`src/pa_pkg.sv`:
```
package pa_pkg;

	localparam int word_w = 16;

	// bit 0 is the most significant bit
	typedef logic [0:word_w-1] word_t;

	// W bus sources
	typedef enum logic [2:0] {
		w_ir,
		w_kl,
		w_rdt,
		w_swap,
		w_ki,
		w_at,
		w_ac,
		w_a
	} w_src_t;

	// a_ir puts the L low byte on top of the IR low byte
	typedef enum logic [1:0] {
		a_l,
		a_ar,
		a_ic,
		a_ir
	} a_src_t;

	typedef enum logic [2:0] {
		op_add,
		op_sub,
		op_and,
		op_or,
		op_xor,
		op_pass_a,
		op_inc_a,
		op_dec_a
	} alu_op_t;

	// source of the bit above bit 0
	typedef enum logic [1:0] {
		ext_minus_one,
		ext_plus_one,
		ext_sum,
		ext_diff
	} ext_t;

	typedef struct packed {
		w_src_t w_sel;
		logic blank_hi;
		logic blank_lo;
		logic w_dt;
		a_src_t a_sel;
		// [0] clears 0..7, [1] clears 8..9, [2] clears 10..15
		logic [0:2] blank_a;
		alu_op_t op;
		logic carry_in;
		ext_t ext;
		logic w_ac;
		logic w_ar;
		logic w_ic;
		logic ar_inc;
		logic ar_step4;
		logic ic_inc;
		logic at_load;
		logic at_shift;
		logic at_sin;
		logic wzi_load;
		logic ar_ad;
		logic ic_ad;
	} pa_ctl_t;

	typedef struct packed {
		logic s0;
		logic carry;
		logic s_1;
		logic zs;
		logic wzi;
		logic arz;
		logic zga;
		logic at15;
		logic exx;
		logic exy;
	} pa_flags_t;

endpackage

```
`src/pa_w_mux.sv`:
```
`timescale 1ns/10ps

module pa_w_mux import pa_pkg::*; (
	input pa_ctl_t ctl,
	input word_t ir,
	input word_t ki,
	input word_t rdt,
	input word_t kl,
	input word_t at,
	input word_t ac,
	input word_t a_bus,
	output word_t w,
	output word_t ddt
);

	word_t src;

	always_comb begin
		case (ctl.w_sel)
			w_ir: src = ir;
			w_kl: src = kl;
			w_rdt: src = rdt;
			// ac bits 0..7 moved down to the 8..15 lane with the upper lane empty
			w_swap: src = {8'h00, ac[0:7]};
			w_ki: src = ki;
			w_at: src = at;
			w_ac: src = ac;
			default: src = a_bus;
		endcase
	end

	// each byte lane blanked on its own
	assign w[0:7] = ctl.blank_hi ? 8'h00 : src[0:7];
	assign w[8:15] = ctl.blank_lo ? 8'h00 : src[8:15];

	// data bus only sees W while w_dt is set
	assign ddt = ctl.w_dt ? w : '0;

endmodule

```
`src/pa_a_mux.sv`:
```
`timescale 1ns/10ps

module pa_a_mux import pa_pkg::*; (
	input pa_ctl_t ctl,
	input word_t ir,
	input word_t l,
	input word_t ar,
	input word_t ic,
	output word_t a_bus
);

	word_t src;

	always_comb begin
		case (ctl.a_sel)
			a_l: src = l;
			a_ar: src = ar;
			a_ic: src = ic;
			// short argument path puts the L byte above the IR offset field
			default: src = {l[8:15], ir[8:15]};
		endcase
	end

	// fields follow the instruction layout
	assign a_bus[0:7] = ctl.blank_a[0] ? 8'h00 : src[0:7];
	assign a_bus[8:9] = ctl.blank_a[1] ? 2'b00 : src[8:9];
	assign a_bus[10:15] = ctl.blank_a[2] ? 6'h00 : src[10:15];

endmodule

```
`src/pa_alu.sv`:
```
`timescale 1ns/10ps

module pa_alu import pa_pkg::*; (
	input alu_op_t op,
	input logic carry_in,
	input word_t a_bus,
	input word_t ac,
	output word_t f,
	output logic carry,
	output logic zsum
);

	localparam logic [word_w:0] one = {{word_w{1'b0}}, 1'b1};
	localparam logic [word_w:0] all_ones = {1'b0, {word_w{1'b1}}};

	// bit word_w holds the carry out
	logic [word_w:0] res;
	logic [word_w:0] a_ext;
	logic [word_w:0] ac_ext;

	assign a_ext = {1'b0, a_bus};
	assign ac_ext = {1'b0, ac};

	always_comb begin
		case (op)
			op_add: res = a_ext + ac_ext + {{word_w{1'b0}}, carry_in};
			// two's complement subtract where carry set means no borrow
			op_sub: res = a_ext + {1'b0, ~ac} + one;
			op_and: res = {1'b0, a_bus & ac};
			op_or: res = {1'b0, a_bus | ac};
			op_xor: res = {1'b0, a_bus ^ ac};
			op_pass_a: res = a_ext;
			op_inc_a: res = a_ext + one;
			// adding all ones leaves carry clear only when a was zero
			default: res = a_ext + all_ones;
		endcase
	end

	assign f = res[word_w-1:0];
	assign carry = res[word_w];
	assign zsum = (f == '0);

endmodule

```
`src/pa_at_reg.sv`:
```
`timescale 1ns/10ps

module pa_at_reg import pa_pkg::*; (
	input logic strob,
	input logic rst,
	input logic at_load,
	input logic at_shift,
	input logic at_sin,
	input word_t f,
	output word_t at,
	output logic at15
);

	always_ff @(posedge strob) begin
		if (rst) begin
			at <= '0;
		end else if (at_load) begin
			at <= f;
		end else if (at_shift) begin
			// shift toward bit 15 with the serial bit entering at bit 0
			at <= {at_sin, at[0:word_w-2]};
		end
	end

	assign at15 = at[word_w-1];

	// control unit never asks for both in one step
	a_load_shift_excl: assert property (
		@(posedge strob) disable iff (rst) !(at_load && at_shift)
	) else $error("at_load and at_shift both set");

endmodule

```
`src/pa_accum.sv`:
```
`timescale 1ns/10ps

module pa_accum import pa_pkg::*; (
	input logic strob,
	input logic rst,
	input logic w_ac,
	input logic wzi_load,
	input ext_t ext,
	input word_t w,
	input word_t a_bus,
	input logic carry,
	input logic zsum,
	output word_t ac,
	output logic s_1,
	output logic zs,
	output logic wzi
);

	logic ext_bit;

	always_ff @(posedge strob) begin
		if (rst) begin
			ac <= '0;
			wzi <= 1'b0;
		end else begin
			if (w_ac) begin
				ac <= w;
			end
			if (wzi_load) begin
				wzi <= zs;
			end
		end
	end

	// sign of the second operand seen one bit above bit 0
	always_comb begin
		case (ext)
			ext_minus_one: ext_bit = ~a_bus[0];
			ext_plus_one: ext_bit = a_bus[0];
			ext_sum: ext_bit = ac[0] ^ a_bus[0];
			default: ext_bit = ~(ac[0] ^ a_bus[0]);
		endcase
	end

	assign s_1 = ext_bit ^ carry;

	// 17-bit zero including the extension bit
	assign zs = zsum & ~s_1;

endmodule

```
`src/pa_addr_regs.sv`:
```
`timescale 1ns/10ps

module pa_addr_regs import pa_pkg::*; (
	input logic strob,
	input logic rst,
	input pa_ctl_t ctl,
	input word_t w,
	input word_t kl,
	output word_t ar,
	output word_t ic,
	output word_t dad,
	output logic arz,
	output logic zga
);

	always_ff @(posedge strob) begin
		if (rst) begin
			ar <= '0;
		end else if (ctl.w_ar) begin
			ar <= w;
		end else if (ctl.ar_step4) begin
			// step back by four words
			ar <= ar - word_w'(4);
		end else if (ctl.ar_inc) begin
			ar <= ar + word_w'(1);
		end
	end

	always_ff @(posedge strob) begin
		if (rst) begin
			ic <= '0;
		end else if (ctl.w_ic) begin
			ic <= w;
		end else if (ctl.ic_inc) begin
			ic <= ic + word_w'(1);
		end
	end

	// both enables OR the two registers onto the bus
	assign dad = ({word_w{ctl.ar_ad}} & ar) | ({word_w{ctl.ic_ad}} & ic);

	// address above the first 256 words
	assign arz = |ar[0:7];

	// front panel key compare
	assign zga = (dad == kl);

	a_ar_step_excl: assert property (
		@(posedge strob) disable iff (rst) !(ctl.ar_inc && ctl.ar_step4)
	) else $error("ar_inc and ar_step4 both set");

endmodule

```
`src/pa_top.sv`:
```
`timescale 1ns/10ps

module pa_top import pa_pkg::*; (
	input logic strob,
	input logic rst,
	input pa_ctl_t ctl,
	input word_t ir,
	input word_t ki,
	input word_t rdt,
	input word_t kl,
	input word_t l,
	input logic exx_sel,
	input logic axy,
	output word_t w,
	output word_t ddt,
	output word_t dad,
	output pa_flags_t flags
);

	word_t a_bus;
	word_t f;
	word_t ac;
	word_t at;
	word_t ar;
	word_t ic;
	logic carry;
	logic zsum;
	logic s_1;
	logic zs;
	logic wzi;
	logic arz;
	logic zga;
	logic at15;

	pa_w_mux i_w_mux (
		.ctl, .ir, .ki, .rdt, .kl, .at, .ac, .a_bus, .w, .ddt
	);

	pa_a_mux i_a_mux (
		.ctl, .ir, .l, .ar, .ic, .a_bus
	);

	pa_alu i_alu (
		.op(ctl.op), .carry_in(ctl.carry_in), .a_bus, .ac, .f, .carry, .zsum
	);

	pa_accum i_accum (
		.strob, .rst, .w_ac(ctl.w_ac), .wzi_load(ctl.wzi_load), .ext(ctl.ext),
		.w, .a_bus, .carry, .zsum, .ac, .s_1, .zs, .wzi
	);

	pa_at_reg i_at_reg (
		.strob, .rst, .at_load(ctl.at_load), .at_shift(ctl.at_shift),
		.at_sin(ctl.at_sin), .f, .at, .at15
	);

	pa_addr_regs i_addr_regs (
		.strob, .rst, .ctl, .w, .kl, .ar, .ic, .dad, .arz, .zga
	);

	// exx picks the A bus end bit, exy the AT tail or A bus head
	assign flags = '{
		s0: f[0],
		carry: carry,
		s_1: s_1,
		zs: zs,
		wzi: wzi,
		arz: arz,
		zga: zga,
		at15: at15,
		exx: exx_sel ? a_bus[word_w-1] : a_bus[0],
		exy: axy ? at[word_w-1] : a_bus[0]
	};

	// flags and AC/AT loads all depend on a defined operation
	a_op_known: assert property (
		@(posedge strob) disable iff (rst) !$isunknown(ctl.op)
	) else $error("alu op unknown");

endmodule

```
`config.mk`:
```
export PLATFORM = sky130hd
export DESIGN_NAME = pa_top
export DESIGN_NICKNAME = d
export VERILOG_FILES = /design/src/pa_pkg.sv /design/src/pa_w_mux.sv /design/src/pa_a_mux.sv /design/src/pa_alu.sv /design/src/pa_at_reg.sv /design/src/pa_accum.sv /design/src/pa_addr_regs.sv /design/src/pa_top.sv
export SDC_FILE = /design/constraint.sdc
export NUM_CORES = 1
export LEC_CHECK = 0
export BUFFER_PORTS_ARGS = -buffer_cell sky130_fd_sc_hd__clkbuf_2
export CAP_MARGIN = 40
export CORE_MARGIN = 2
export CORE_UTILIZATION = 40
export DETAILED_ROUTE_END_ITERATION = 10
export SKIP_CTS_REPAIR_TIMING = 1
export SLEW_MARGIN = 20
export SYNTH_ARGS = -nofsm -noshare
export SYNTH_HDL_FRONTEND = slang
export SYNTH_SLANG_ARGS = --single-unit
```
`constraint.sdc`:
```
create_clock -name strob -period 9.2 [get_ports strob]
set_input_delay 0 -clock strob [delete_from_list [all_inputs] [get_ports strob]]
set_output_delay 0 -clock strob [all_outputs]
set_load 0.02 [all_outputs]
```
==> flow_summary.ini <==
[timing]
finalSetupTns_ps = 0
final_critical_path_setup_slack_ps = 4160
final.period_utilization_pct = 54.7
clock.fmax_mhz = 199
max-slew-margin-rel_pct = 35.5
timing.final.crit_period_ps = 5040
worst_pin_slew_ps = 967
hold_violations = 0
number_of_pins_exceeding_their_max_slew_limit_in_the_final_report = 0
tightest_hold_margin_ps = 22.2
rsz0062_at_grt = no
clock-skew-final_ps = 9.95
setup_viol_count_final = 0

[critical_path]
cp_cell_sequence = mux4_1, nand2b_1, inv_1, fa_1, inv_1, fa_1, nand2b_1, a21oi_1, a221oi_2, o21a_1, xnor2_1, a211oi_1, nand2_1, nor4_1, and3_1, clkbuf_2
crit_cells = 16
timing.critical_path.buf_inv = 3
startpoint_of_the_most_critical_register_to_register_path = i_addr_regs.ic[0]
critPathTopFamily = compound AO/OA/AOI/OAI gates
crit_start = i_addr_regs.ic[0]
critical_path_arrival_ps = 5040
critPathSlowestCell = sky130_fd_sc_hd__mux4_1
r2r_end = i_accum.wzi
worst-endpoint-required_ps = 9200
timing_worst_setup_path_type = flop to output pin
cell_count_of_the_worst_reg_to_reg_path = 15
endpoint = flags[6]
worst_path_largest_cell_delay_ps = 620
worst_setup_path_start_kind = flop
cp_max_fo = 7
r2r_slack_ps = 4640
worst_setup_path_end_kind = output pin

[clocking]
h-tree-depth = 3
clock_sinks = 65
clock_tree_from_tritoncts = built
cts_buffer_depth = 2
clock-root-buffer = sky130_fd_sc_hd__clkbuf_16
cts.clk_slew.worst_paths_ps = 60
tritoncts.num_buffers = 9
worst_skew_pair.late_latency_ps = 350

[synth]
synth.top_cell.area_share_pct = 14.3
per_instance_average_area_after_synthesis_sq_um = 7.41
post_synth_num_cell_types = 82
dominantRegCellSynth = sky130_fd_sc_hd__dfxtp_1
seq_area_frac_synth_pct = 14.3
yosys-top-cells-area = sky130_fd_sc_hd__dfxtp_1, sky130_fd_sc_hd__ha_1, sky130_fd_sc_hd__nor2_1, sky130_fd_sc_hd__a21oi_1, sky130_fd_sc_hd__mux2i_1
main_combinational_cell_family_by_area_after_synthesis = compound AO/OA/AOI/OAI gates
synthesis.yosys.warnings = 0
synthCells = 1226
post_synth_and_or_nand_nor_area_fraction_pct = 22.1
synth_top_area_cell = sky130_fd_sc_hd__dfxtp_1
synth.ff_latch_count = 65
synth.mux.area_fraction_pct = 10.9
netlist_area_sq_um = 9090
synth-compound-area-share_pct = 27.3
post_synth_xor_area_fraction_pct = 6.44
synth.most_common_cell = sky130_fd_sc_hd__nor2_1
syn_nets = 1424
ys_top_cells_by_count = sky130_fd_sc_hd__nor2_1, sky130_fd_sc_hd__a21oi_1, sky130_fd_sc_hd__ha_1
number_of_enable_type_register_cells_in_the_synthesized_netlist = 0
share_of_async_settable_or_async_resettable_flops_after_synthesis_pct = 0
synthAdderAreaFrac_pct = 12.0

[finish]
fillers = 2371
final_layout_size_suffix_gt1_share_pct = 17.8
layoutNonFillerInstCount = 1619
num-nets-final = 1528
area_growth_syn_to_layout_pct = 13.3
n_antenna_cell = 0

[route]
routed_wire_length_per_instance_um = 23.4
avgViaCountPerCell = 6.14
route.antenna.remaining_nets = 0
num_vias = 9938
drt-initial-drc-count = 919
route.final.wire_length_um = 37900
drt_pass1_iterations = 7
drc = 0

[global_route]
wire_length_of_the_first_global_routing_pass_um = 56900
number_of_global_route_vias_before_repair = 9295
antenna_found_initial = 0
grt_overflow_total = 0
grt_max_degree = 67
global_route.usage.total_pct = 31.0

[placement]
placement_setup_slack_ps = 4370
dp_hpwl_um = 30000
numPortBuffers = 170
gp_congestion = 0.941
place.detailed.instances = 1603

[power_and_ir_drop]
cellPowerDensity_nw_per_um2 = 129
ir_worst_vdd_uv = 74.9
leakagePower_nw = 4.41
report.power.total_mw = 1.33

[job]
max_cap_viol_count = 0

[floorplanning]
num_io_pins = 171
dieArea_sq_um = 23900
die_w_um = 155
core_area_sq_um = 22400
floorplan.initialDensity_pct = 40.5
die-height_um = 155
floorplan.rows = 55

[run_status]
run_status = complete, no violations

[worst_hold_path]
min_path_type = input port to flop
layout by cell type, fill, tap and decap left out, types with 21 or more instances in the layout:
master / instances
sky130_fd_sc_hd__nand2b_1: 22
sky130_fd_sc_hd__nor2_1: 173
sky130_fd_sc_hd__nand2_1: 74
sky130_fd_sc_hd__xor2_1: 21
sky130_fd_sc_hd__and2_1: 21
sky130_fd_sc_hd__nor2b_1: 32
sky130_fd_sc_hd__dfxtp_1: 65
sky130_fd_sc_hd__clkbuf_2: 171
sky130_fd_sc_hd__a21oi_1: 111
sky130_fd_sc_hd__mux2i_1: 47
sky130_fd_sc_hd__nor3_1: 21
sky130_fd_sc_hd__inv_1: 56
sky130_fd_sc_hd__a211oi_1: 39
sky130_fd_sc_hd__nand3_1: 22
sky130_fd_sc_hd__xnor2_1: 44
sky130_fd_sc_hd__ha_1: 81
sky130_fd_sc_hd__o21ai_0: 58
layout make-up:
type                            count  area (sq um)  share of cell area, %
Clock buffer                       10           239                   2.32
Inverter                           57           214                   2.08
Sequential cell                    65          1300                   12.6
Clock inverter                      5          80.1                  0.778
Tap cell                          285           357                   3.47
Multi-Input combinational cell   1013          7160                   69.6
Timing Repair Buffer              184           941                   9.14
metrics by stage:
step / cell area, sq um / util, %
3_5_place_dp: 9970 / 44.4
2_1_floorplan: 9090 / -
5_1_grt: 10300 / 45.9
4_1_cts: 10300 / 45.9
6_report: 10300 / 45.9
3_3_place_gp: 9940 / 44.3
routing by layer:
layer / vias up / part of all wire, % / GRT usage [%]
met1: 4671 / 43 / 42.9
met3: 60 / 8.5 / 3.28
met5: - / 0 / 0
li1: 4666 / - / -
met2: 541 / 46 / 50.5
met4: 0 / 2.9 / 10.3
cell families after synthesis:
| group | count (synthesis) |
|---|---|
| buffers and inverters | 148 |
| AO/OA/AOI/OAI | 369 |
| XOR/XNOR | 66 |
| AND/OR/NAND/NOR | 421 |
| adder cells (fa/ha/maj) | 85 |
| flip-flops | 65 |
| multiplexers | 72 |
registers in the layout, summed over array words and instances (netlist names):
signal          count
i_at_reg.at        16
i_addr_regs.ar     16
i_addr_regs.ic     16
i_accum.ac         16
i_accum.wzi         1
power by group:
part	leakage, nW	total (mW)	switching, mW	internal (mW)
Combinational	3.72	0.609	0.381	0.227
Clock	0.151	0.386	0.143	0.243
Sequential	0.532	0.331	0.0302	0.301
Total	4.41	1.33	0.554	0.771
worst min path at each step:
stage / from / end / slack [ps] / cells past startpoint
2_1_floorplan: ctl[23] / ddt[0] / 180 / 1
3_5_place_dp: axy / flags[0] / 310 / 3
4_1_cts: ctl[3] / i_at_reg.at[15] / 30 / 5
5_1_grt: ctl[2] / i_accum.wzi / 50 / 3
6_report: ctl[3] / i_at_reg.at[15] / 20 / 5
3_3_place_gp: axy / flags[0] / 310 / 3
worst min-delay path, cell delays in order:
cell and delay (ps):
sky130_fd_sc_hd__clkbuf_2 80, sky130_fd_sc_hd__mux2i_1 50, sky130_fd_sc_hd__nor2_1 80, sky130_fd_sc_hd__a21oi_1 40, sky130_fd_sc_hd__nor2_1 70
Note: power is estimated with default switching activity, not from simulation.
